==> src/mem_pkg.sv <==
// memory subsystem package: address union, bus structs and sizing constants
`default_nettype none

package mem_pkg;

  localparam int ADDR_BITS = 16;           // byte address
  localparam int OFS_BITS = 3;             // byte offset in a 64-bit word
  localparam int WORD_BITS = ADDR_BITS - OFS_BITS;
  localparam int IDX_BITS = 5;
  localparam int LINES = 1 << IDX_BITS;
  localparam int TAG_BITS = ADDR_BITS - IDX_BITS - OFS_BITS;
  localparam int MEM_WORDS = 256;
  localparam int MEM_AW = $clog2(MEM_WORDS);
  localparam int MEM_LATENCY = 6;          // acceptance to data return
  localparam int QUEUE_DEPTH = 8;          // power of two, pointers wrap
  localparam int QPTR_BITS = $clog2(QUEUE_DEPTH);
  localparam int NUM_MEM_TAGS = 15;        // tag 0 means none
  localparam int PR_BITS = 7;
  localparam int AR_BITS = 5;
  localparam logic [63:0] MEM_INIT_PATTERN = 64'h5a3c_96e1_0f0f_c3a5;

  // same 16 bits, seen as a word address or as cache fields
  typedef union packed {
    struct packed {
      logic [WORD_BITS-1:0] word;
      logic [OFS_BITS-1:0]  offset;
    } w;
    struct packed {
      logic [TAG_BITS-1:0] tag;
      logic [IDX_BITS-1:0] idx;
      logic [OFS_BITS-1:0] offset;
    } f;
  } mem_addr_t;

  typedef enum logic [1:0] {BUS_NONE, BUS_LOAD, BUS_STORE} bus_cmd_t;

  typedef logic [3:0] mem_tag_t;

  typedef struct packed {
    logic               is_store;
    mem_addr_t          addr;
    logic [63:0]        data;
    logic [PR_BITS-1:0] pr;
    logic [AR_BITS-1:0] ar;
  } lsq_req_t;

  typedef struct packed {
    bus_cmd_t    cmd;
    mem_addr_t   addr;
    logic [63:0] data;
  } mem_cmd_t;

  typedef struct packed {
    logic        valid;
    mem_tag_t    tag;
    logic [63:0] data;
  } mem_ret_t;

  typedef struct packed {
    logic               valid;
    logic [PR_BITS-1:0] pr;
    logic [AR_BITS-1:0] ar;
    logic [63:0]        data;
  } cdb_result_t;

endpackage

`default_nettype wire
==> src/ifetch_unit.sv <==
// instruction fetch peer with a single outstanding memory load
`default_nettype none
`timescale 1ns/100ps

module ifetch_unit import mem_pkg::*; (
  input  logic        clock,
  input  logic        reset,
  input  logic        fetch_valid,
  input  mem_addr_t   fetch_pc,
  output logic        fetch_ready,
  output logic        cmd_valid,
  output mem_cmd_t    cmd,
  input  logic        grant,
  input  mem_tag_t    resp_tag,
  input  mem_ret_t    ret,
  output logic        instr_valid,
  output logic [63:0] instr_data
);

  typedef enum logic [1:0] {IF_OFF, IF_IDLE, IF_REQ, IF_WAIT} if_state_t;

  if_state_t state;
  mem_addr_t pc_q;
  mem_tag_t  tag_q;

  assign fetch_ready = (state == IF_IDLE);
  assign cmd_valid   = (state == IF_REQ);

  always_comb
  begin
    cmd.cmd  = cmd_valid ? BUS_LOAD : BUS_NONE;
    cmd.addr = pc_q;
    cmd.data = '0;  // fetches never write
  end

  always_ff @(posedge clock)
  begin
    if (reset)
    begin
      state       <= IF_OFF;
      instr_valid <= 1'b0;
    end
    else
    begin
      instr_valid <= 1'b0;
      case (state)
        IF_OFF:  state <= IF_IDLE;
        IF_IDLE:
          if (fetch_valid)
          begin
            pc_q  <= fetch_pc;
            state <= IF_REQ;
          end
        IF_REQ:
          if (grant && (resp_tag != '0))
          begin
            tag_q <= resp_tag;  // claim only this return
            state <= IF_WAIT;
          end
        IF_WAIT:
          if (ret.valid && (ret.tag == tag_q))
          begin
            instr_valid <= 1'b1;
            instr_data  <= ret.data;
            state       <= IF_IDLE;
          end
        default: state <= IF_IDLE;
      endcase
    end
  end

endmodule

`default_nettype wire

==> config.mk <==
export PLATFORM = sky130hd
export DESIGN_NAME = ifetch_unit
export DESIGN_NICKNAME = d
export VERILOG_FILES = /design/src/mem_pkg.sv /design/src/ifetch_unit.sv
export SDC_FILE = /design/constraint.sdc
export NUM_CORES = 1
export LEC_CHECK = 0
export BUFFER_PORTS_ARGS = -buffer_cell sky130_fd_sc_hd__buf_4
export CAP_MARGIN = 20
export CORE_ASPECT_RATIO = 1.5
export CORE_MARGIN = 5
export CORE_UTILIZATION = 38
export CTS_BUF_LIST = sky130_fd_sc_hd__clkbuf_4 sky130_fd_sc_hd__clkbuf_8
export CTS_CLUSTER_DIAMETER = 200
export CTS_CLUSTER_SIZE = 14
export DETAILED_ROUTE_END_ITERATION = 7
export PLACE_DENSITY = 0.86
export SLEW_MARGIN = 0
export SYNTH_ARGS = -nofsm -noshare
export SYNTH_HDL_FRONTEND = slang
export SYNTH_SLANG_ARGS = --single-unit
==> constraint.sdc <==
create_clock -name clock -period 8.4 [get_ports clock]
set_clock_uncertainty 0.15 [all_clocks]
set_input_delay 1.26 -clock clock [delete_from_list [all_inputs] [get_ports clock]]
set_output_delay 1.26 -clock clock [all_outputs]
set_load 0.02 [all_outputs]
==> flow_metrics.tcl <==
set metrics [dict create \
    worstHoldPathCells 2 \
    rows 41 \
    dpl.hpwl_mm 6.546 \
    rsz0062_at_grt "no" \
    dp.cells 464 \
    cts_setup_buffers 0 \
    io_buffers 176 \
    yosys-top-cells-count "edfxtp_1, buf_4" \
    cap_violations 0 \
    ys_types 20 \
    top_usage_layer "met2" \
    drcViolationCount 0 \
    area_growth_pct 42.73 \
    die-area_sq_um 10640 \
    core_sq_um 8413 \
    clk_pin_slew_ps 80 \
    synth_edf_count 84 \
    finalWorstSetupSlack_ps 5638 \
    num-nets-final 464 \
    grt_max_degree 65 \
    grt_pass1_vias 2042 \
    vias 1996 \
    yosysTopAreaCell "edfxtp_1" \
    dpl_worst_slack_ps 5295 \
    place.gp.congestion 0.7900 \
    grtUsageMet1_pct 14.59 \
    start_util_pct 39.05 \
    synth_area_sq_um 3286 \
    track_usage_pct 14.22 \
    htree_levels 3 \
    p_leak_nw 2.027 \
    synthFlopType "edfxtp_1" \
    power_uw 870.9 \
    status "finished, final reports clean" \
    use_met3_pct 6.420 \
    die_y_um 123.9 \
    report.final.slew_viol_count 0 \
    worstSetupStartpointType "input pin" \
    clockRootBuffer "clkbuf_8" \
    vias_per_cell 4.158 \
    hold_viol_final 0 \
    max-clock-path-buffers 2 \
    wl_per_cell_um 16.40 \
    yosysTopAreaCellShare_pct 76.77 \
    yosysWarningCount 0 \
    layout.cells.non_filler 480 \
    worstSetupEndpointType "flop" \
    ys_ff_latch 87 \
    cts_buffers 9 \
    tightestPinTransition_ps 742.5 \
    grt_first_pass_wirelength_mm 10.88 \
    crit_family "buffers and inverters" \
    drt_wl_total_mm 7.873 \
    finalCritPeriodShare_pct 32.88 \
    synth_most_common_cell "edfxtp_1" \
    crit_top_cell "buf_4" \
    worstPathRequired_ps 8220 \
    cts_tree "yes" \
    cts_hold_buf 0 \
    path_cells "buf_4, xnor2_1, nand4b_1, nor4_4, buf_4" \
    cts_resized 0 \
    cts_num_sinks 87 \
    period_needed_ps 2762 \
    dr.first_iter.drc_count 81 \
    synth_area_leaders "edfxtp_1, buf_4, dfxtp_1" \
    crit_slowest_cell "buf_4" \
    dr.pass1.iters 4 \
    worstSetupPathType "in2reg" \
    ios 242 \
    fp.dieW_um 85.92 \
    crit_buf_inv 2 \
    async_flop_share_pct 0 \
    hp-class "reg2reg" \
    stdcell_area_sq_um 4690 \
    netlist_instances 181 \
    syn_avg_cell_area_sq_um 18.15 \
    relSlewSlack_pct 50.50 \
    placed_cell_area_sq_um 4521 \
    tns_ps 0 \
    powerDensity_nw_per_um2 185.7 \
    drive_gt1_share_pct 52.55 \
    vdd.ir_drop.worst_mv 0.07899 \
    cp_max_fo 64 \
    ant_nets 0 \
    setup_viol 0 \
    reg2regPathDepth 4 \
    ys_seq_area_share_pct 78.60 \
    antenna_found_initial 0 \
    n_antenna_cell 0 \
    grt_use_met2_pct 24.95 \
    fmax_ghz 0.3621 \
    path_depth 5 \
    worstPathArrival_ps 2590 \
    slowest_delay_ps 620 \
    insertion_delay_ps 340 \
    grt-ovfl-total 0 \
]
metal layers:
| metal | wire (um) | share of wire [%] |
|---|---|---|
| met3 | 1197 | 15 |
| met2 | 4072 | 52 |
| met5 | 0 | 0 |
| met4 | 151 | 1.9 |
| met1 | 2452 | 31 |
sequential cells by signal, summed over array words and instances (netlist names):
name         flops
pc_q            16
instr_valid      1
tag_q            4
state            2
instr_data      64
worst paths after layout:
check	from	end	slack, ps
setup / recovery	ret[65]	instr_data[16]	5640
hold reg to reg	state[0]	state[0]	390
hold / removal	state[0]	state[0]	390
setup reg to reg	tag_q[1]	instr_data[16]	6230
where the power goes:
part	switching [mW]	leakage [nW]	internal (mW)	total [mW]
registers	0.00575	0.781	0.489	0.495
clock network	0.140	0.0912	0.107	0.247
logic	0.0731	1.15	0.0558	0.129
total	0.219	2.03	0.652	0.871
kinds of logic after synthesis:
kind of cell	count (synthesis)	share of synthesized area, %
other	1	0.1141
and+or+nand+nor	11	2.133
xor gates and xnor gates	4	1.066
muxes	1	0.3427
buffers and inverters	69	15.42
AOI/OAI and AO/OA	5	1.181
DFF	87	78.60
adders and majority gates	3	1.143
worst reg2reg max path, cell delays in order (launching register included):
cell and delay [ps]:
edfxtp_1 400, xnor2_1 210, nand4b_1 210, nor4_4 170, buf_4 620
final cells by class:
class / instances / area [sq um]
fillers: 670 / 3724
flip-flops and latches: 87 / 2582
repair buffers: 178 / 1336
multi-input cells: 89 / 456.7
well taps: 107 / 133.9
clock buffers: 9 / 123.9
clock inverters: 7 / 45.04
inverters: 3 / 11.26
placed cells by master (no fill, tap or decap), types with 2 or more instances in the layout:
cell type,instances
clkbuf_8,9
inv_6,2
edfxtp_1,84
nor4_1,2
clkinv_2,3
dfxtp_1,3
xor2_1,3
buf_4,178
inv_1,3
ha_1,3
conb_1,65
nor2_1,2
o41ai_1,2
metrics by stage:
| step | hold slack, ps | util [%] |
|---|---|---|
| after floorplan | 316.3 | - |
| after global placement | 338.4 | 53.73 |
| after detailed placement | 380.6 | 53.73 |
| after CTS | 401.5 | 55.74 |
| after global routing | 428.0 | 55.74 |
| final | 393.3 | 55.74 |
Note: power is estimated with default switching activity, not from simulation.
