--- src/mem_pkg.sv ---
// memory subsystem package: address union, bus structs and sizing constants
`default_nettype none

package mem_pkg;

  localparam int ADDR_BITS = 16;           // byte address
  localparam int OFS_BITS = 3;             // byte offset in a 64-bit word
  localparam int WORD_BITS = ADDR_BITS - OFS_BITS;
  localparam int IDX_BITS = 5;
  localparam int LINES = 1 << IDX_BITS;
  localparam int TAG_BITS = ADDR_BITS - IDX_BITS - OFS_BITS;
  localparam int MEM_WORDS = 256;
  localparam int MEM_AW = $clog2(MEM_WORDS);
  localparam int MEM_LATENCY = 6;          // acceptance to data return
  localparam int QUEUE_DEPTH = 8;          // power of two, pointers wrap
  localparam int QPTR_BITS = $clog2(QUEUE_DEPTH);
  localparam int NUM_MEM_TAGS = 15;        // tag 0 means none
  localparam int PR_BITS = 7;
  localparam int AR_BITS = 5;
  localparam logic [63:0] MEM_INIT_PATTERN = 64'h5a3c_96e1_0f0f_c3a5;

  // same 16 bits, seen as a word address or as cache fields
  typedef union packed {
    struct packed {
      logic [WORD_BITS-1:0] word;
      logic [OFS_BITS-1:0]  offset;
    } w;
    struct packed {
      logic [TAG_BITS-1:0] tag;
      logic [IDX_BITS-1:0] idx;
      logic [OFS_BITS-1:0] offset;
    } f;
  } mem_addr_t;

  typedef enum logic [1:0] {BUS_NONE, BUS_LOAD, BUS_STORE} bus_cmd_t;

  typedef logic [3:0] mem_tag_t;

  typedef struct packed {
    logic               is_store;
    mem_addr_t          addr;
    logic [63:0]        data;
    logic [PR_BITS-1:0] pr;
    logic [AR_BITS-1:0] ar;
  } lsq_req_t;

  typedef struct packed {
    bus_cmd_t    cmd;
    mem_addr_t   addr;
    logic [63:0] data;
  } mem_cmd_t;

  typedef struct packed {
    logic        valid;
    mem_tag_t    tag;
    logic [63:0] data;
  } mem_ret_t;

  typedef struct packed {
    logic               valid;
    logic [PR_BITS-1:0] pr;
    logic [AR_BITS-1:0] ar;
    logic [63:0]        data;
  } cdb_result_t;

endpackage

`default_nettype wire
--- src/dcache_array.sv ---
// direct-mapped data cache store with one combinational read and one write port
`default_nettype none
`timescale 1ns/100ps

module dcache_array import mem_pkg::*; (
  input  logic        clock,
  input  logic        reset,
  input  mem_addr_t   rd_addr,
  input  logic        wr_en,
  input  mem_addr_t   wr_addr,
  input  logic [63:0] wr_data,
  output logic        rd_hit,
  output logic [63:0] rd_data
);

  logic [TAG_BITS-1:0] tag_mem [LINES];
  logic [63:0]         data_mem [LINES];
  logic [LINES-1:0]    valid;

  logic [IDX_BITS-1:0] rd_idx;
  logic [IDX_BITS-1:0] wr_idx;

  assign rd_idx = rd_addr.f.idx;
  assign wr_idx = wr_addr.f.idx;

  // hit needs a live line with the same tag
  assign rd_hit  = valid[rd_idx] && (tag_mem[rd_idx] == rd_addr.f.tag);
  assign rd_data = data_mem[rd_idx];

  // only the valid bits are cleared
  always_ff @(posedge clock)
  begin
    if (reset)
    begin
      valid <= '0;
    end
    else if (wr_en)
    begin
      valid[wr_idx] <= 1'b1;
    end
  end

  always_ff @(posedge clock)
  begin
    if (wr_en)
    begin
      tag_mem[wr_idx]  <= wr_addr.f.tag;  // line now belongs to this address
      data_mem[wr_idx] <= wr_data;
    end
  end

endmodule

`default_nettype wire

--- config.mk ---
export PLATFORM = sky130hd
export DESIGN_NAME = dcache_array
export DESIGN_NICKNAME = d
export VERILOG_FILES = /design/src/mem_pkg.sv /design/src/dcache_array.sv
export SDC_FILE = /design/constraint.sdc
export NUM_CORES = 2
export LEC_CHECK = 0
export ABC_AREA = 1
export ABC_CLOCK_PERIOD_IN_PS = 9400
export BUFFER_PORTS_ARGS = -buffer_cell sky130_fd_sc_hd__buf_4
export CELL_PAD_IN_SITES_DETAIL_PLACEMENT = 0
export CELL_PAD_IN_SITES_GLOBAL_PLACEMENT = 2
export CORE_ASPECT_RATIO = 1.1
export CORE_MARGIN = 1
export CORE_UTILIZATION = 30
export DETAILED_ROUTE_END_ITERATION = 8
export GPL_ROUTABILITY_DRIVEN = 0
export GPL_TIMING_DRIVEN = 0
export PLACE_DENSITY_LB_ADDON = 0.1
export RECOVER_POWER = 100
export SLEW_MARGIN = 20
export SYNTH_ARGS = -nofsm -noshare
export SYNTH_HDL_FRONTEND = slang
export SYNTH_SLANG_ARGS = --single-unit
--- constraint.sdc ---
create_clock -name clock -period 9.4 [get_ports clock]
set_input_delay 0.47 -clock clock [delete_from_list [all_inputs] [get_ports clock]]
set_output_delay 0.47 -clock clock [all_outputs]
set_load 0.05 [all_outputs]
==> out/metrics.cfg <==
[clocking]
cts_inserted_buffers = 274
cts_root_buf = clkbuf_16
cts_sinks = 2336
post-cts-setup-buffers = 0
htree_levels = 5
clk_latency_ns = 0.88
cts_tree = done
cts.path.max_buffers = 4
clkTransAtPathRegs_ns = 0.06

[floorplan]
die_h_um = 581
die_width_um = 528
pin_count = 164
core_area_um2 = 303000
num_rows = 212
die_area_um2 = 307000
initial_utilization = 0.302

[synth]
syn_avg_cell_area_um2 = 13.2
yosys.cell_types.count = 30
ys_ff_latch = 2336
yosysSeqAreaShare = 0.764
synth.largest_area_cell = edfxtp_1
yosysWarnings = 0
syn_nets = 7009
synth_area_um2 = 91300
netlist_top_cells_area = edfxtp_1 76%, o21ai_0 6.2%, nor2_1 5.5%
syn_inst = 6910
synth_top_area_frac = 0.757

[global_route]
grt_max_degree = 33
overflow = 0
track_usage = 0.290
grt_first_pass_wirelength_um = 595000
antenna_found_initial = 51
grt_pass1_vias = 62000

[cells_and_area]
area_delta_synth_final_pct = 17.2
multi_input_area_um2 = 19000
fin_area_um2 = 107000
regArea_um2 = 69800
nNetsFinal = 7704
final_core_util = 0.353
drive_above_1_share = 0.0800
fillers = 30100

[sta]
drv_slew = 2936
period_needed_ns = 7.55
rsz0062_at_grt = false
hold_viol_final = 0
relSlewSlack = -0.640
skew_ns = 0
max_slew.worst_pin.slew_ns = 2.46
setup_viol = 0
setup_ws_ns = 1.85
min_period_over_period = 0.803
fmax_mhz = 132

[worst_setup_path]
crit_arrival_ns = 7.08
cp.required_ns = 8.93
reg2reg_setup_slack_ns = 8.80
slowest_stage = clkbuf_1
cp_max_fo = 10
timing.rr.start = valid[28]
worstPathCellList = buf_4 -> inv_1 -> clkbuf_1 -> clkbuf_1 -> clkbuf_1 -> clkbuf_1 -> nor2_1 -> o22ai_1 -> o21ai_0 -> o21ai_0 -> nand2_1 -> nand2_1 -> clkbuf_1
crit_family = buffers and inverters
critical_path.n_buffers_inverters = 7
max_stage_delay_ns = 1.44
cp-end-kind = output port
worst-setup-path-type = in -> out
regToRegEndpoint = valid[28]
critPathLaunchType = input pin
critPathMostFrequentCell = clkbuf_1
reg2reg_depth = 2

[drt]
drc_errors = 0
vias = 64800
via_per_inst = 5.45
drt_iter0_markers = 8244
drtAntennaViolNets = 0
avgRoutedWirePerCell_um = 38.2
drtPass1Iterations = 5
totalWireLength_um = 454000

[worst_hold_path]
min-delay-start = wr_addr[4]
holdPathEnd = data_mem[25][17]
hold-path-cell-count = 4
hold_class = in -> reg

[run]
maxCapViolations = 134

[outcome]
outcome = finished with violations
violations = capacitance limit, slew limit

[placed_design]
dpl.hpwl_um = 323000
placed_area_um2 = 103000
io_buffers = 154
place_ws_ns = 4.01

[power_and_ir_drop]
peakVddDrop_mv = 0.143
leakagePower_nw = 34.0
power_density_nw_per_um2 = 222
finalPower_mw = 23.8

-- per-layer routing --
metal	vias to the layer above	GRT usage	part of all wire	wire length [um]
met3	670	0.0350	0.063	28500
met5	-	0	0.00015	70
met4	12	0.113	0.047	21300
li1	27200	-	-	-
met1	34100	0.392	0.42	192000
met2	2871	0.474	0.47	213000
-- cell usage in the layout (no fill, tap or decap), drive strengths merged --
cell type | synthesis | layout
a21oi | 15 | 15
a31oi | 25 | 25
a32o | 5 | 5
a32oi | 3 | 3
buf | 215 | 250
bufinv | 0 | 11
clkbuf | 288 | 977
clkinv | 3 | 105
clkinvlp | 0 | 2
dfxtp | 32 | 32
diode | 0 | 19
dlygate4sd3 | 0 | 50
edfxtp | 2304 | 2304
inv | 34 | 44
nand2 | 521 | 521
nand3 | 309 | 309
nand3b | 2 | 2
nor2 | 1331 | 1331
nor3 | 12 | 12
o211ai | 4 | 4
o21ai | 1215 | 1215
o21bai | 5 | 5
o221ai | 96 | 96
o22ai | 483 | 483
o32ai | 6 | 6
or2 | 1 | 1
xnor2 | 1 | 1
-- flip-flops by register name, summed over array words and instances (netlist names) --
signal / count
data_mem: 2048
valid: 32
tag_mem: 256
-- cells in the mapped netlist, drive strengths merged --
master  number
nand2      521
o22ai      483
nor2      1331
a31oi       25
xnor2        1
edfxtp    2304
buf        215
inv         34
o21ai     1215
nand3b       2
o211ai       4
o21bai       5
o221ai      96
a32o         5
nor3        12
a21oi       15
o32ai        6
clkbuf     288
dfxtp       32
a32oi        3
or2          1
clkinv       3
nand3      309
-- worst max-delay path by stage --
stage                    start         endpoint  slack, ns  cells after the start
finish              rd_addr[3]      rd_data[31]       1.85                     13
global route        rd_addr[3]       rd_data[0]       2.06                     13
detailed placement  rd_addr[5]      rd_data[49]       4.01                     10
floorplan                wr_en  data_mem[13][0]       5.02                      4
CTS                 rd_addr[3]      rd_data[55]       4.00                     11
global placement         wr_en   tag_mem[31][0]      -3.12                      5
-- worst register-to-register path: stages, from the launching register on --
cell and delay (ns):
dfxtp_1 0.31, nor2_1 0.10, nor2_1 0.06
-- cell families (layout without fill, tap and decap cells) --
kind of cell / count (synthesis) / after routing / share of synthesized area
DFF: 2336 / 2336 / 0.764
and+or+nand+nor: 2176 / 2176 / 0.0939
AOI/OAI and AO/OA: 1857 / 1857 / 0.114
buffers and inverters: 540 / 1439 / 0.0280
xor gates and xnor gates: 1 / 1 / 0.0000959
other: 0 / 19 / 0
-- cell type report --
type	instances	area share
antenna	19	0.000444
buffer	503	0.0229
clock buffer	355	0.0681
clock inverter	125	0.00894
inverter	37	0.00130
multi-input combinational	4034	0.177
sequential	2336	0.652
tap	4066	0.0475
timing repair buffer	419	0.0212
-- through the flow --
| step | TNS [ns] | cells | hold slack (ns) |
|---|---|---|---|
| 3_3_place_gp | -5239.00 | 11100 | 0.444 |
| 3_5_place_dp | 0 | 11300 | 0.456 |
| 2_1_floorplan | 0 | 6910 | 0.435 |
| 4_1_cts | 0 | 11900 | 0.000548 |
| 5_1_grt | 0 | 11900 | 0.244 |
| 6_report | 0 | 11900 | 0.207 |
-- power breakdown --
part | switching [mW] | total (mW) | internal [mW]
clock network | 4.44 | 10.2 | 5.77
logic | 1.60 | 1.98 | 0.379
registers | 0.0251 | 11.6 | 11.6
-- repair_timing --
item	in CTS	in global routing
hold endpoints to repair	1112	0
hold buffers	50	0
gates resized for setup	0	0
No activity file was read; power rests on OpenSTA's default activity.
