## src/mem_pkg.sv

```systemverilog
// memory subsystem package: address union, bus structs and sizing constants
`default_nettype none

package mem_pkg;

  localparam int ADDR_BITS = 16;           // byte address
  localparam int OFS_BITS = 3;             // byte offset in a 64-bit word
  localparam int WORD_BITS = ADDR_BITS - OFS_BITS;
  localparam int IDX_BITS = 5;
  localparam int LINES = 1 << IDX_BITS;
  localparam int TAG_BITS = ADDR_BITS - IDX_BITS - OFS_BITS;
  localparam int MEM_WORDS = 256;
  localparam int MEM_AW = $clog2(MEM_WORDS);
  localparam int MEM_LATENCY = 6;          // acceptance to data return
  localparam int QUEUE_DEPTH = 8;          // power of two, pointers wrap
  localparam int QPTR_BITS = $clog2(QUEUE_DEPTH);
  localparam int NUM_MEM_TAGS = 15;        // tag 0 means none
  localparam int PR_BITS = 7;
  localparam int AR_BITS = 5;
  localparam logic [63:0] MEM_INIT_PATTERN = 64'h5a3c_96e1_0f0f_c3a5;

  // same 16 bits, seen as a word address or as cache fields
  typedef union packed {
    struct packed {
      logic [WORD_BITS-1:0] word;
      logic [OFS_BITS-1:0]  offset;
    } w;
    struct packed {
      logic [TAG_BITS-1:0] tag;
      logic [IDX_BITS-1:0] idx;
      logic [OFS_BITS-1:0] offset;
    } f;
  } mem_addr_t;

  typedef enum logic [1:0] {BUS_NONE, BUS_LOAD, BUS_STORE} bus_cmd_t;

  typedef logic [3:0] mem_tag_t;

  typedef struct packed {
    logic               is_store;
    mem_addr_t          addr;
    logic [63:0]        data;
    logic [PR_BITS-1:0] pr;
    logic [AR_BITS-1:0] ar;
  } lsq_req_t;

  typedef struct packed {
    bus_cmd_t    cmd;
    mem_addr_t   addr;
    logic [63:0] data;
  } mem_cmd_t;

  typedef struct packed {
    logic        valid;
    mem_tag_t    tag;
    logic [63:0] data;
  } mem_ret_t;

  typedef struct packed {
    logic               valid;
    logic [PR_BITS-1:0] pr;
    logic [AR_BITS-1:0] ar;
    logic [63:0]        data;
  } cdb_result_t;

endpackage

`default_nettype wire
```

## src/mem_arbiter.sv

```systemverilog
// round-robin arbiter between the data cache and fetch unit on the memory bus
`default_nettype none
`timescale 1ns/100ps

module mem_arbiter import mem_pkg::*; (
  input  logic     clock,
  input  logic     reset,
  input  logic     dc_cmd_valid,
  input  mem_cmd_t dc_cmd,
  output logic     dc_grant,
  output mem_tag_t dc_resp_tag,
  input  logic     if_cmd_valid,
  input  mem_cmd_t if_cmd,
  output logic     if_grant,
  output mem_tag_t if_resp_tag,
  input  logic     mem_ready,
  input  mem_tag_t mem_tag,
  output logic     mem_cmd_valid,
  output mem_cmd_t mem_cmd
);

  logic last_dc;  // data cache won the last grant

  // on a tie the side that lost last time goes first
  assign dc_grant = mem_ready & dc_cmd_valid & (~if_cmd_valid | ~last_dc);
  assign if_grant = mem_ready & if_cmd_valid & (~dc_cmd_valid | last_dc);

  assign mem_cmd_valid = dc_grant | if_grant;
  assign mem_cmd       = dc_grant ? dc_cmd : if_cmd;

  // the loser sees tag 0
  assign dc_resp_tag = dc_grant ? mem_tag : '0;
  assign if_resp_tag = if_grant ? mem_tag : '0;

  always_ff @(posedge clock)
  begin
    if (reset)
    begin
      last_dc <= 1'b0;
    end
    else if (mem_cmd_valid)
    begin
      last_dc <= dc_grant;
    end
  end

endmodule

`default_nettype wire

```

## config.mk

```make
export PLATFORM = sky130hd
export DESIGN_NAME = mem_arbiter
export DESIGN_NICKNAME = d
export VERILOG_FILES = /design/src/mem_pkg.sv /design/src/mem_arbiter.sv
export SDC_FILE = /design/constraint.sdc
export NUM_CORES = 1
export LEC_CHECK = 0
export BUFFER_PORTS_ARGS = -buffer_cell sky130_fd_sc_hd__buf_2
export CAP_MARGIN = 10
export CORE_AREA = 2 2 102 104
export DETAILED_ROUTE_END_ITERATION = 8
export DIE_AREA = 0 0 104 106
export PLACE_DENSITY = 0.6
export SKIP_CTS_REPAIR_TIMING = 1
export SLEW_MARGIN = 20
export SYNTH_ARGS = -nofsm -noshare
export SYNTH_HDL_FRONTEND = slang
export SYNTH_SLANG_ARGS = --single-unit
```

## constraint.sdc

```tcl
create_clock -name clock -period 1.45 [get_ports clock]
set_input_delay 0.145 -clock clock [delete_from_list [all_inputs] [get_ports clock]]
set_output_delay 0.145 -clock clock [all_outputs]
set_load 0.03 [all_outputs]
```

==> results of run 1 <==
worst max path at each step:
stage,slack (ns),cells after the start,end,from
floorplan,0.07,6,dc_resp_tag[0],last_dc
global placement,-0.02,5,mem_cmd[1],last_dc
detailed placement,-0.04,5,mem_cmd[1],last_dc
CTS,-0.04,5,mem_cmd[1],last_dc
global route,-0.009,6,mem_cmd[5],last_dc
finish,0.04,6,mem_cmd[73],last_dc
cell families (layout without fill, tap and decap cells):
| family | after synthesis | after routing | share of synthesized area |
|---|---|---|---|
| flip-flops | 1 | 1 | 0.0144 |
| buffers and inverters | 11 | 288 | 0.0736 |
| multiplexers | 82 | 82 | 0.848 |
| AND/OR/NAND/NOR | 11 | 11 | 0.0449 |
| AO/OA/AOI/OAI | 4 | 4 | 0.0189 |
cells in the mapped netlist:
library cell,instances,area [um2]
inv_2,1,3.75
o21a_1,1,7.51
mux2_4,69,1040
buf_2,1,5.00
a311oi_1,1,8.76
nand2_1,2,7.51
and2_1,8,50.1
mux2_2,13,146
inv_1,1,3.75
dfxtp_1,1,20.0
nand3_1,1,5.00
buf_6,8,90.1
a21oi_1,2,10.0
per-stage QoR:
step	setup TNS (ns)	hold WS (ns)	instances	instance area (um2)
2_1_floorplan	0	0.223	109	1400
3_3_place_gp	-0.308	0.318	508	2890
3_5_place_dp	-1.13	0.317	508	2890
4_1_cts	-1.17	0.319	508	2890
5_1_grt	-0.00938	0.322	522	3200
6_report	0	0.310	522	3200
power by group:
group	switching [mW]	internal, mW	total [mW]
Sequential	0.00115	0.0305	0.0316
Combinational	0.710	0.676	1.39
Clock	0	0	0
area by class of cell:
| cell class | count | area, um2 | area share |
|---|---|---|---|
| Inverter | 2 | 7.51 | 0.00235 |
| Sequential cell | 1 | 21.3 | 0.00666 |
| Multi-Input combinational cell | 97 | 1290 | 0.404 |
| Tap cell | 136 | 170 | 0.0532 |
| Timing Repair Buffer | 286 | 1710 | 0.534 |
placed cells by master, fill, tap and decap left out, drive strengths merged:
master  netlist  routed
o21a          1       1
clkbuf        0       6
nand3         1       1
inv           2       2
a21oi         2       2
nand2         2       2
buf           9     280
a311oi        1       1
and2          8       8
mux2         82      82
dfxtp         1       1
per-layer routing:
metal | vias to the layer above | wire [um] | track usage
met2 | 137 | 3360 | 0.173
met3 | 0 | 593 | 0.0153
li1 | 967 | - | -
met5 | - | 0 | 0
met1 | 893 | 2890 | 0.104
met4 | 0 | 0 | 0.00193
worst max-delay path, delay by kind of cell (launching register included):
family        cells  cell delay [ns]
buf+inv           3             0.50
mux               1             0.30
flops             1             0.30
simple gates      2             0.17
==> impl_metrics.ini, run 1 <==
[outcome]
outcome = finished clean

[critical_path]
critPathArrivalTime_ns = 1.27
crit_type = reg -> out
crit_path_end_kind = primary output
slowest_delay_ns = 0.30
r2r_start = last_dc
rrSetupSlack_ns = 0.70
worst_r2r_endpoint = last_dc
path_cells = nand2_2, nand3_4, buf_6, clkbuf_16, mux2_4, buf_2
cp.required_ns = 1.31
crit_fanout = 10
r2r_cells = 3
slowest_stage = dfxtp_2
startpoint_type = flop

[placed_design]
portBuffers = 265
hpwl_um = 5210
place_ws_ns = -0.0401
gp_congestion = 0.685

[routing]
drt_first_pass_iters = 4
drc = 0
via_per_inst = 3.83
postRouteAntennaNets = 0
via_count = 1997
wl_um = 6840
drt_iter0_markers = 62
wl_per_cell_um = 13.1

[synth]
synth_fp_nets = 282
ys_seq_elements = 1
syn_inst = 109
netlist_area_mm2 = 0.00139
synth_cell_types = 13
synth_warnings = 0
avgSynthCellArea_um2 = 12.8
yosysSeqAreaShare = 0.0144

[die]
fp-row-count = 37
coreArea_mm2 = 0.0100
start_util = 0.139
boundaryPins = 266
die_h_um = 106
dieArea_mm2 = 0.0110
die_x_um = 104

[run]
max_cap_viol_count = 0

[cells_and_area]
postLayoutCoreUtil = 0.320
largest_register_ffs = 1
largest_register = last_dc
drive_gt1_frac = 0.966
fillers = 1059
antenna_cells = 0
syn2layout_area_growth_pct = 129
top_regs = last_dc x1
finalNetCount = 561

[cts]
clk_latency_ns = 0
clk_pin_slew_ns = 0

[min_path]
holdCritPathClass = in -> reg
min_from = reset
hold_end = last_dc
min_delay_path_depth = 2

[power]
power.density_mw_per_mm2 = 443
vdd_ir_drop_max_v = 0.000184
power.static_leakage_nw = 1.98
finalPower_mw = 1.42

[timing]
clock.fmax_mhz = 708
drv_slew = 0
fin_crit_ns = 1.41
finalSetupViolations = 0
maxSlewHeadroom = 0.860
max_slew.worst_pin.slew_ns = 0.209
fin_crit_sh = 0.975
finalHoldViolCount = 0
setup_slack_ns = 0.0367
finClkSkew_ns = 0

[grt]
antenna_found_initial = 0
grt_pass1_vias = 1882
grt_start_max_net_pins = 44
grt_overflow = 0
grt_pass1_wl_um = 8360
grt.total_usage = 0.0877
No activity file was read; power rests on OpenSTA's default activity.
==> inputs of run 2 (changes only) <==
--- a/config.mk
+++ b/config.mk
@@ -7,10 +7,12 @@
 export LEC_CHECK = 0
 export BUFFER_PORTS_ARGS = -buffer_cell sky130_fd_sc_hd__buf_2
 export CAP_MARGIN = 10
-export CORE_AREA = 2 2 102 104
+export CELL_PAD_IN_SITES_DETAIL_PLACEMENT = 0
+export CELL_PAD_IN_SITES_GLOBAL_PLACEMENT = 2
+export CORE_ASPECT_RATIO = 1.75
+export CORE_UTILIZATION = 11
 export DETAILED_ROUTE_END_ITERATION = 8
-export DIE_AREA = 0 0 104 106
-export PLACE_DENSITY = 0.6
+export PLACE_DENSITY = 0.91
 export SKIP_CTS_REPAIR_TIMING = 1
 export SLEW_MARGIN = 20
 export SYNTH_ARGS = -nofsm -noshare
==> run 2 against run 1 <==
  * The run now ends with negative setup slack left
  * Die area up 19%
  * Highest routed layer is now met4
  * Clock skew did not move
  * Final cell count increased by 4.6%
  * Global-route usage rose by 0.89 points
  * Worst setup slack lost 0.10 ns
  * Critical path depth down 1
  * Sequential power barely moved
  * Total power is 1.1% higher
  * Register-to-register slack worse by 0.11 ns
==> impl_metrics.ini, run 2 (synthesis results as in run 1) <==
[outcome]
outcome = finished, violations left
failed_checks = negative setup slack

[cts]
clk_pin_slew_ns = 0
clk_latency_ns = 0

[grt]
grt_pass1_wl_um = 9510
antenna_found_initial = 0
grt_start_max_net_pins = 41
grt_overflow = 0
grt_pass1_vias = 2026
grt.total_usage = 0.0966

[critical_path]
path_buf_inv = 2
critPathArrivalTime_ns = 1.37
crit_path_end_kind = primary output
slowest_stage = mux2_4
cp.required_ns = 1.31
crit_type = reg -> out
slowest_delay_ns = 0.35
startpoint_type = flop
path_cells = nand2_2, nand3_4, buf_16, mux2_4, buf_2
crit_family = buffers and inverters
crit_fanout = 40

[timing]
rsz0062_at_grt = yes
finalHoldViolCount = 0
clock.fmax_mhz = 659
fin_crit_sh = 1.05
maxSlewHeadroom = 0.814
max_slew.worst_pin.slew_ns = 0.279
finalSetupViolations = 45
finClkSkew_ns = 0
finalSetupTns_ns = -1.53
drv_slew = 0
fin_crit_ns = 1.52
setup_slack_ns = -0.0681

[routing]
drt_iter0_markers = 17
drt_first_pass_iters = 2
via_count = 2020
wl_um = 7990
wl_per_cell_um = 14.6
via_per_inst = 3.70
postRouteAntennaNets = 0
drc = 0

[die]
boundaryPins = 266
start_util = 0.112
die_h_um = 151
fp-row-count = 54
die_x_um = 87.1
coreArea_mm2 = 0.0124
dieArea_mm2 = 0.0131

[cells_and_area]
largest_register_ffs = 1
largest_register = last_dc
finalNetCount = 553
top_regs = last_dc x1
layoutNonFillerInstCount = 546
syn2layout_area_growth_pct = 128
antenna_cells = 0
mostFrequentLayoutCell = buf_2
final_cell_mix = 246 x buf_2, 69 x mux2_4, 19 x buf_6, 13 x mux2_2, 8 x and2_1
final_cell_area_mm2 = 0.00318
drive_gt1_frac = 0.966

[min_path]
holdCritPathClass = in -> reg

[placed_design]
hpwl_um = 6680
dp_cells = 540
gp_congestion = 0.839
portBuffers = 265
place_area_mm2 = 0.00293
place_ws_ns = -0.0495

[run]
max_cap_viol_count = 0

[power]
power.density_mw_per_mm2 = 450
vdd_ir_drop_max_v = 0.000163
power.static_leakage_nw = 1.94
## run 2: cell count changes in the layout (fill, tap and decap cells not counted), sizes merged
| cell | previous run | this run |
|---|---|---|
| buf | 280 | 276 |
| clkbuf | 6 | 2 |
## run 2: through the flow
stage	hold slack (ns)	utilization	power (mW)
2_1_floorplan	0.223	-	0.867
3_3_place_gp	0.345	0.236	1.32
3_5_place_dp	0.343	0.236	1.33
4_1_cts	0.343	0.236	1.34
5_1_grt	0.332	0.256	1.51
6_report	0.322	0.256	1.43
## run 2: routing by layer
| layer | vias to the layer above | wire [um] | global-route usage |
|---|---|---|---|
| met2 | 220 | 4270 | 0.219 |
| met3 | 2 | 1060 | 0.0213 |
| met5 | - | 0 | 0 |
| met1 | 852 | 2600 | 0.0837 |
| met4 | 0 | 52 | 0.00656 |
| li1 | 946 | - | - |
## run 2: cell type report
cell class,count,area [um2]
fillers,1399,9250
repair buffers,278,1650
multi-input cells,97,1290
well taps,168,210
flip-flops and latches,1,21.3
inverters,2,7.51
## run 2: path summary, 6_finish.rpt
check	start	endpoint	slack [ns]	depth (start not counted)
min reg2reg	last_dc	last_dc	0.64	3
min	reset	last_dc	0.32	2
max	last_dc	mem_cmd[19]	-0.07	5
max reg2reg	last_dc	last_dc	0.59	3
## run 2: worst register-to-register path, stage by stage (launching register included)
cell and delay [ns]:
dfxtp_2 0.30, buf_4 0.12, buf_4 0.13, a311oi_1 0.21
## run 2: power breakdown
group	total (mW)	leakage, nW	switching [mW]	internal (mW)
combinational	1.40	1.93	0.727	0.673
clock	0	0	0	0
sequential	0.0319	0.00861	0.00141	0.0305
