$ cat config.mk
export PLATFORM = sky130hd
export DESIGN_NAME = dcache_ctrl
export DESIGN_NICKNAME = d
export VERILOG_FILES = /design/src/mem_pkg.sv /design/src/dcache_ctrl.sv
export SDC_FILE = /design/constraint.sdc
export NUM_CORES = 1
export LEC_CHECK = 0
export BUFFER_PORTS_ARGS = -buffer_cell sky130_fd_sc_hd__buf_2
export CORE_AREA = 3 3 335 337
export DETAILED_ROUTE_END_ITERATION = 8
export DIE_AREA = 0 0 338 340
export GPL_ROUTABILITY_DRIVEN = 0
export HOLD_SLACK_MARGIN = 0.15
export PLACE_DENSITY = 0.71
export SLEW_MARGIN = 20
export SYNTH_ARGS = -nofsm -noshare
export SYNTH_HDL_FRONTEND = slang
export SYNTH_SLANG_ARGS = --single-unit
$ cat constraint.sdc
create_clock -name clock -period 11 [get_ports clock]
set_input_delay 0 -clock clock [delete_from_list [all_inputs] [get_ports clock]]
set_output_delay 0 -clock clock [all_outputs]
set_load 0.1 [all_outputs]
$ cat src/mem_pkg.sv
// memory subsystem package: address union, bus structs and sizing constants
`default_nettype none

package mem_pkg;

  localparam int ADDR_BITS = 16;           // byte address
  localparam int OFS_BITS = 3;             // byte offset in a 64-bit word
  localparam int WORD_BITS = ADDR_BITS - OFS_BITS;
  localparam int IDX_BITS = 5;
  localparam int LINES = 1 << IDX_BITS;
  localparam int TAG_BITS = ADDR_BITS - IDX_BITS - OFS_BITS;
  localparam int MEM_WORDS = 256;
  localparam int MEM_AW = $clog2(MEM_WORDS);
  localparam int MEM_LATENCY = 6;          // acceptance to data return
  localparam int QUEUE_DEPTH = 8;          // power of two, pointers wrap
  localparam int QPTR_BITS = $clog2(QUEUE_DEPTH);
  localparam int NUM_MEM_TAGS = 15;        // tag 0 means none
  localparam int PR_BITS = 7;
  localparam int AR_BITS = 5;
  localparam logic [63:0] MEM_INIT_PATTERN = 64'h5a3c_96e1_0f0f_c3a5;

  // same 16 bits, seen as a word address or as cache fields
  typedef union packed {
    struct packed {
      logic [WORD_BITS-1:0] word;
      logic [OFS_BITS-1:0]  offset;
    } w;
    struct packed {
      logic [TAG_BITS-1:0] tag;
      logic [IDX_BITS-1:0] idx;
      logic [OFS_BITS-1:0] offset;
    } f;
  } mem_addr_t;

  typedef enum logic [1:0] {BUS_NONE, BUS_LOAD, BUS_STORE} bus_cmd_t;

  typedef logic [3:0] mem_tag_t;

  typedef struct packed {
    logic               is_store;
    mem_addr_t          addr;
    logic [63:0]        data;
    logic [PR_BITS-1:0] pr;
    logic [AR_BITS-1:0] ar;
  } lsq_req_t;

  typedef struct packed {
    bus_cmd_t    cmd;
    mem_addr_t   addr;
    logic [63:0] data;
  } mem_cmd_t;

  typedef struct packed {
    logic        valid;
    mem_tag_t    tag;
    logic [63:0] data;
  } mem_ret_t;

  typedef struct packed {
    logic               valid;
    logic [PR_BITS-1:0] pr;
    logic [AR_BITS-1:0] ar;
    logic [63:0]        data;
  } cdb_result_t;

endpackage

`default_nettype wire
$ cat src/dcache_ctrl.sv
// non-blocking data cache controller with command queue, miss table and result bus
`default_nettype none
`timescale 1ns/100ps

module dcache_ctrl import mem_pkg::*; (
  input  logic        clock,
  input  logic        reset,
  input  logic        req_valid,
  input  lsq_req_t    req,
  output logic        req_ready,
  input  logic        halt_req,
  output logic        halt_done,
  output mem_addr_t   rd_addr,
  input  logic        rd_hit,
  input  logic [63:0] rd_data,
  output logic        wr_en,
  output mem_addr_t   wr_addr,
  output logic [63:0] wr_data,
  output logic        cmd_valid,
  output mem_cmd_t    cmd,
  input  logic        grant,
  input  mem_tag_t    resp_tag,
  input  mem_ret_t    ret,
  output cdb_result_t cdb
);

  // command queue
  lsq_req_t               q_req [QUEUE_DEPTH];
  logic [QUEUE_DEPTH-1:0] q_fill;          // load may still write the cache
  logic [QPTR_BITS-1:0]   head;
  logic [QPTR_BITS-1:0]   tail;
  logic [QPTR_BITS:0]     count;

  // miss table, indexed by memory tag
  lsq_req_t               t_req [1:NUM_MEM_TAGS];
  logic [NUM_MEM_TAGS:1]  t_busy;
  logic [NUM_MEM_TAGS:1]  t_fill;

  logic     live;                          // one idle cycle after reset
  logic     halt_pend;
  logic     accept;
  logic     load_hit;
  logic     enqueue;
  logic     issue;
  logic     ret_hit;
  logic     ret_load;
  logic     stale_head;
  lsq_req_t head_req;

  assign head_req = q_req[head];
  assign rd_addr  = req.addr;
  assign accept   = req_valid & req_ready;
  assign load_hit = accept & ~req.is_store & rd_hit;
  assign enqueue  = accept & (req.is_store | ~rd_hit);  // misses and all stores
  assign issue    = grant && (resp_tag != '0);
  assign ret_hit  = ret.valid && (ret.tag != '0) && t_busy[ret.tag];
  assign ret_load = ret_hit && !t_req[ret.tag].is_store;

  // store overtaking a load at the queue head in this very cycle
  assign stale_head = accept & req.is_store & ~head_req.is_store &
                      (head_req.addr.w.word == req.addr.w.word);

  // a load fill owns the result bus and the write port
  assign req_ready = live & (count != (QPTR_BITS+1)'(QUEUE_DEPTH)) & ~ret_load &
                     ~halt_pend & ~halt_req;

  assign cmd_valid = (count != '0);

  always_comb
  begin
    cmd.cmd  = cmd_valid ? (head_req.is_store ? BUS_STORE : BUS_LOAD) : BUS_NONE;
    cmd.addr = head_req.addr;
    cmd.data = head_req.data;
  end

  // fill has priority, a hitting store writes through otherwise
  always_comb
  begin
    wr_en   = 1'b0;
    wr_addr = req.addr;
    wr_data = req.data;
    if (ret_load && t_fill[ret.tag])
    begin
      wr_en   = 1'b1;
      wr_addr = t_req[ret.tag].addr;
      wr_data = ret.data;
    end
    else if (accept && req.is_store && rd_hit)
    begin
      wr_en = 1'b1;
    end
  end

  always_ff @(posedge clock)
  begin
    if (reset)
    begin
      live      <= 1'b0;
      halt_pend <= 1'b0;
      halt_done <= 1'b0;
      head      <= '0;
      tail      <= '0;
      count     <= '0;
      t_busy    <= '0;
      cdb.valid <= 1'b0;
    end
    else
    begin
      live      <= 1'b1;
      halt_pend <= halt_pend | halt_req;
      halt_done <= halt_done | (halt_pend & (count == '0) & ~|t_busy);  // sticky
      if (enqueue)
        tail <= tail + 1'b1;
      if (issue)
        head <= head + 1'b1;
      case ({enqueue, issue})
        2'b10:   count <= count + 1'b1;
        2'b01:   count <= count - 1'b1;
        default: count <= count;
      endcase
      if (ret_hit)
        t_busy[ret.tag] <= 1'b0;
      if (issue)
        t_busy[resp_tag] <= 1'b1;  // memory never hands out a busy tag
      cdb.valid <= ret_load | load_hit;
      if (ret_load)
      begin
        cdb.pr   <= t_req[ret.tag].pr;
        cdb.ar   <= t_req[ret.tag].ar;
        cdb.data <= ret.data;
      end
      else if (load_hit)
      begin
        cdb.pr   <= req.pr;
        cdb.ar   <= req.ar;
        cdb.data <= rd_data;
      end
    end
  end

  always_ff @(posedge clock)
  begin
    if (enqueue)
    begin
      q_req[tail]  <= req;
      q_fill[tail] <= ~req.is_store;
    end
    if (issue)
    begin
      t_req[resp_tag]  <= head_req;
      t_fill[resp_tag] <= q_fill[head] & ~stale_head;
    end
    // a newer store makes pending fills of its word stale
    if (accept && req.is_store)
    begin
      for (int i = 0; i < QUEUE_DEPTH; i++)
        if (q_req[i].addr.w.word == req.addr.w.word)
          q_fill[i] <= 1'b0;
      for (int i = 1; i <= NUM_MEM_TAGS; i++)
        if (t_busy[i] && (t_req[i].addr.w.word == req.addr.w.word))
          t_fill[i] <= 1'b0;
    end
  end

endmodule

`default_nettype wire

==> results.txt <==
The count of input and output buffers came out at 494. The uppermost layer routed is met5. The number of iterations in the first detailed-routing pass came out at 6. In this run the core area contains 121 standard-cell rows. The critical-path cell with the highest stage delay is sky130_fd_sc_hd__buf_4. The gate count after technology mapping is 2912. The startpoint of the lowest-slack hold path is req[6]. The area of the placeable core is 0.1092 mm^2.

Measured against its own limit, the worst slew margin works out to 27.82%. The number of vias after detailed routing is 32240. The number of routed nets with antenna violations is 0. TritonCTS built the clock tree. The synthesized design contains 1284 enable-type register cells. The count of buffering cells on the critical path with inverters included is 3. The measured slew at the worst slew-check pin is 1.083 ns. The number of antenna violations at the first check in global routing was 14. The number of global-route vias before repair is 33820. The buffer depth of the longest clock path is 3.

The routed design has 154.4 mm of wire. Power spread over the standard cell area amounts to 171.3 mW/mm^2. The critical path's largest stage delay is 0.81 ns.

The relative area change from synthesis to final layout is 21.92%. The post-route clock period utilization is 48.88%. The sequential element share of the synthesized area is 69.99%. The placed instance area came out at 0.06028 mm^2. The path category of the worst min-delay check is in -> reg.

For the worst setup path, the data required time is 11.62 ns. In this run the count of I/O pins placed on the die edge is 495. The clock transition time at the flip-flop clock pins of the worst setup and hold paths came out at 0.06 ns.

The critical path arrival is 5.99 ns. The flow ran to the end, and the final reports show no timing, DRC or antenna violations. The yosys synthesis warning count came out at 0. Summing all non-filler instances in the final layout gives an area of 0.06908 mm^2.

A synthesized cell averages 19.46 um^2. The fraction of final layout cells sized beyond drive strength 1 came out at 32.33%. Across the routed clock network, the largest skew measured is 0.02205 ns. In the final routed layout, each cell accounts on average for 28.50 um.

The number of different library cells in the post-synthesis netlist came out at 57. The detailed-route wire length on metal 1 came out at 58.73 mm. In the detailed route, the total length drawn on met3 is 12.96 mm.

The wire length of the first global-routing pass came out at 224.7 mm. The routed design could run at a clock period as short as 5.377 ns. The overall die width came out at 338 um.

The worst setup path is launched from a register. Setup violations remaining at the end of the flow were counted as 0. The worst setup path is captured at a register. The number of max-capacitance violations reported is 0. The starting density of the core is 51.91%. The area of the mapped netlist came out at 0.05666 mm^2. The overall track demand over capacity in global routing is 26.68%.

The routed design uses 75.95 mm of met2 wire. VDD sags by at most 107.2 uV. The iteration-0 DRC count of the detailed router came out at 3380. The filler cells instantiated in the layout total 7217. The number of synthesized register bits came out at 1339. Using the TritonRoute via totals, the vias-per-cell ratio works out to 5.950. CTS saw 1339 sinks. Counting stages on the worst path, the most repeated cell is sky130_fd_sc_hd__buf_4. For this design the static power due to leakage is 22.97 nW. The final global-route overflow total came out at 0.

At the later pin of the worst-skew pair, clock insertion delay measures 0.75 ns. The summed negative setup slack over all endpoints came out at 0 ns. The type of the worst setup path is reg -> reg. CTS placed an instance of sky130_fd_sc_hd__clkbuf_16 at the clock tree root. After detailed placement, the design holds a cell count of 4723.

The H-tree depth reported by CTS came out at 4. The post-CTS setup repair buffer count is 0. For this design, the CTS-stage hold fixing added 437 buffers. The maximum operating frequency came out at 186.0 MHz. The count of endpoints failing hold in the final timing report is 0. Excluding fillers, the count of instances in the completed layout stands at 5419. The largest net degree at the start of global routing came out at 72. The final number of max-transition violations is 0. In the routed design, unresolved DRC markers number 0.

The number of buffers created by CTS came out at 138. The die covers 0.1149 mm^2. Setup repair after global routing left no endpoint under its margin. The net total in the final layout came out at 4067.

The signal on the critical path passes through buf_4, buf_4, mux4_2, mux2_2, xnor2_1, nand4_1, nor3_4, o41ai_2, dlygate4sd3_1. The proportion of register bits with asynchronous set or reset after synthesis is 0%. The cell family contributing the most delay on the critical path is buffers and inverters. The highest net fanout along the worst path came out at 62.

Among all flip-flop cells after synthesis, the most frequent one is sky130_fd_sc_hd__edfxtp_1. The HPWL after detailed placement came out at 90.95 mm. The count of instances resized after the clock tree is built is 0. The floorplan die height came out at 340 um.
==> routing by layer <==
metal  vias up  global-route usage [%]
met5         -                       0
met4        14                   11.20
met3       359                   5.369
met2      1680                   44.17
met1     16760                   34.58
li1      13430                       -
==> cell families (layout without fill, tap and decap cells) <==
family                     count (synthesis)  count (layout)  share of synthesized area [%]
adders and majority gates                  5               5                         0.1104
AOI/OAI and AO/OA                        102             102                          1.228
muxes                                    602             602                          18.40
and+or+nand+nor                          269             269                          2.557
DFF                                     1339            1339                          69.99
buffers and inverters                    277            1271                          2.809
xor gates and xnor gates                 317             317                          4.900
other                                      1              38                       0.006618
==> state kept, by name (all words and copies together) (netlist names), named ones only <==
signal     flops
cdb           77
count          4
halt_done      1
halt_pend      1
head           3
live           1
q_fill         8
q_req        744
t_busy        15
t_fill        15
t_req        464
tail           3
==> power breakdown <==
part / leakage [nW] / switching, mW / internal [mW]
clock: 2.11 / 1.95 / 2.56
combinational: 8.82 / 1.05 / 0.526
sequential: 12.0 / 0.0514 / 5.71
==> cell usage after synthesis (3+ instances only) <==
cell type                   count  area, um^2
sky130_fd_sc_hd__a21oi_1       28       140.1
sky130_fd_sc_hd__a221oi_1       3       26.28
sky130_fd_sc_hd__a22o_1         4       35.03
sky130_fd_sc_hd__a2bb2oi_1      3       26.28
sky130_fd_sc_hd__a31oi_1       17       106.4
sky130_fd_sc_hd__and2_1         7       43.79
sky130_fd_sc_hd__and3_1         3       18.77
sky130_fd_sc_hd__buf_1         21       78.83
sky130_fd_sc_hd__buf_2         39       195.2
sky130_fd_sc_hd__buf_4        108       810.8
sky130_fd_sc_hd__buf_6         13       146.4
sky130_fd_sc_hd__clkbuf_1      76       285.3
sky130_fd_sc_hd__dfxtp_1       55        1101
sky130_fd_sc_hd__edfxtp_1    1284       38560
sky130_fd_sc_hd__ha_1           5       62.56
sky130_fd_sc_hd__inv_1         20       75.07
sky130_fd_sc_hd__mux2_1        97        1092
sky130_fd_sc_hd__mux2_2       148        1667
sky130_fd_sc_hd__mux2i_1       30       300.3
sky130_fd_sc_hd__mux4_2       327        7365
sky130_fd_sc_hd__nand2_1       40       150.1
sky130_fd_sc_hd__nand2b_1       7       43.79
sky130_fd_sc_hd__nand3_1       11       55.05
sky130_fd_sc_hd__nand3b_1       4       30.03
sky130_fd_sc_hd__nand4_1       60       375.4
sky130_fd_sc_hd__nand4b_1       3       26.28
sky130_fd_sc_hd__nor2_1        64       240.2
sky130_fd_sc_hd__nor2b_1       11       68.82
sky130_fd_sc_hd__nor3_1         7       35.03
sky130_fd_sc_hd__nor4_1        35       219.0
sky130_fd_sc_hd__o21ai_0       12       60.06
sky130_fd_sc_hd__o221ai_1      13       113.9
sky130_fd_sc_hd__o22ai_1        8       50.05
sky130_fd_sc_hd__or2_2          4       25.02
sky130_fd_sc_hd__or3_1          4       25.02
sky130_fd_sc_hd__xnor2_1      193        1690
sky130_fd_sc_hd__xor2_1       124        1086
==> final timing paths <==
path	slack, ns	to	cells after the start
worst max-delay path	5.62	t_fill[8]	9
worst max register to register	5.62	t_fill[8]	9
worst min-delay path	0.18	q_req[7][6]	2
worst min register to register	0.48	halt_done	2
==> through the flow <==
| step | setup slack, ns | utilization [%] | hold WS [ns] | power (mW) |
|---|---|---|---|---|
| after floorplan | 2.434 | - | 0.09887 | 6.970 |
| after global placement | 6.182 | 55.22 | 0.2641 | 7.263 |
| after detailed placement | 6.084 | 55.22 | 0.2656 | 7.295 |
| after CTS | 5.601 | 63.21 | 0.1513 | 11.88 |
| after global routing | 5.375 | 63.27 | 0.1704 | 12.19 |
| final | 5.623 | 63.28 | 0.1846 | 11.84 |
==> placed cells by master, fill, tap and decap left out, types with 7 or more instances in the layout <==
cell                            Yosys  layout
sky130_fd_sc_hd__o221ai_1          13      13
sky130_fd_sc_hd__buf_2             39     492
sky130_fd_sc_hd__mux4_2           327     327
sky130_fd_sc_hd__xor2_1           124     124
sky130_fd_sc_hd__dfxtp_1           55      52
sky130_fd_sc_hd__o21ai_0           12      10
sky130_fd_sc_hd__clkinv_2           0      18
sky130_fd_sc_hd__xnor2_1          193     193
sky130_fd_sc_hd__nand3_1           11      11
sky130_fd_sc_hd__a21oi_1           28      27
sky130_fd_sc_hd__nor2_1            64      51
sky130_fd_sc_hd__diode_2            0       9
sky130_fd_sc_hd__and2_1             7       7
sky130_fd_sc_hd__nor4_1            35      35
sky130_fd_sc_hd__nand2b_1           7       7
sky130_fd_sc_hd__edfxtp_1        1284    1284
sky130_fd_sc_hd__buf_4            108      69
sky130_fd_sc_hd__o22ai_1            8       8
sky130_fd_sc_hd__a31oi_1           17      17
sky130_fd_sc_hd__nand2_1           40      40
sky130_fd_sc_hd__nor2_4             0      13
sky130_fd_sc_hd__conb_1             1      29
sky130_fd_sc_hd__bufinv_16          0       8
sky130_fd_sc_hd__dlygate4sd3_1      0     437
sky130_fd_sc_hd__nand4_1           60      60
sky130_fd_sc_hd__clkbuf_16          0     140
sky130_fd_sc_hd__clkbuf_1          76      31
sky130_fd_sc_hd__mux2i_1           30      30
sky130_fd_sc_hd__inv_6              0       9
sky130_fd_sc_hd__mux2_2           148     148
sky130_fd_sc_hd__nor2b_1           11      11
sky130_fd_sc_hd__mux2_1            97      97
sky130_fd_sc_hd__inv_1             20      17
sky130_fd_sc_hd__clkinv_1           0      25
==> area by class of cell <==
| type | instances | area, um^2 | area share (%) |
|---|---|---|---|
| Clock inverter | 76 | 710.7 | 1.029 |
| Tap cell | 1476 | 1847 | 2.673 |
| Clock buffer | 172 | 3633 | 5.260 |
| Timing Repair Buffer | 1003 | 7443 | 10.78 |
| Multi-Input combinational cell | 1324 | 15680 | 22.70 |
| Sequential cell | 1339 | 39670 | 57.43 |
| Antenna cell | 9 | 22.52 | 0.03260 |
| Inverter | 20 | 75.07 | 0.1087 |
Note: power is estimated with default switching activity, not from simulation.
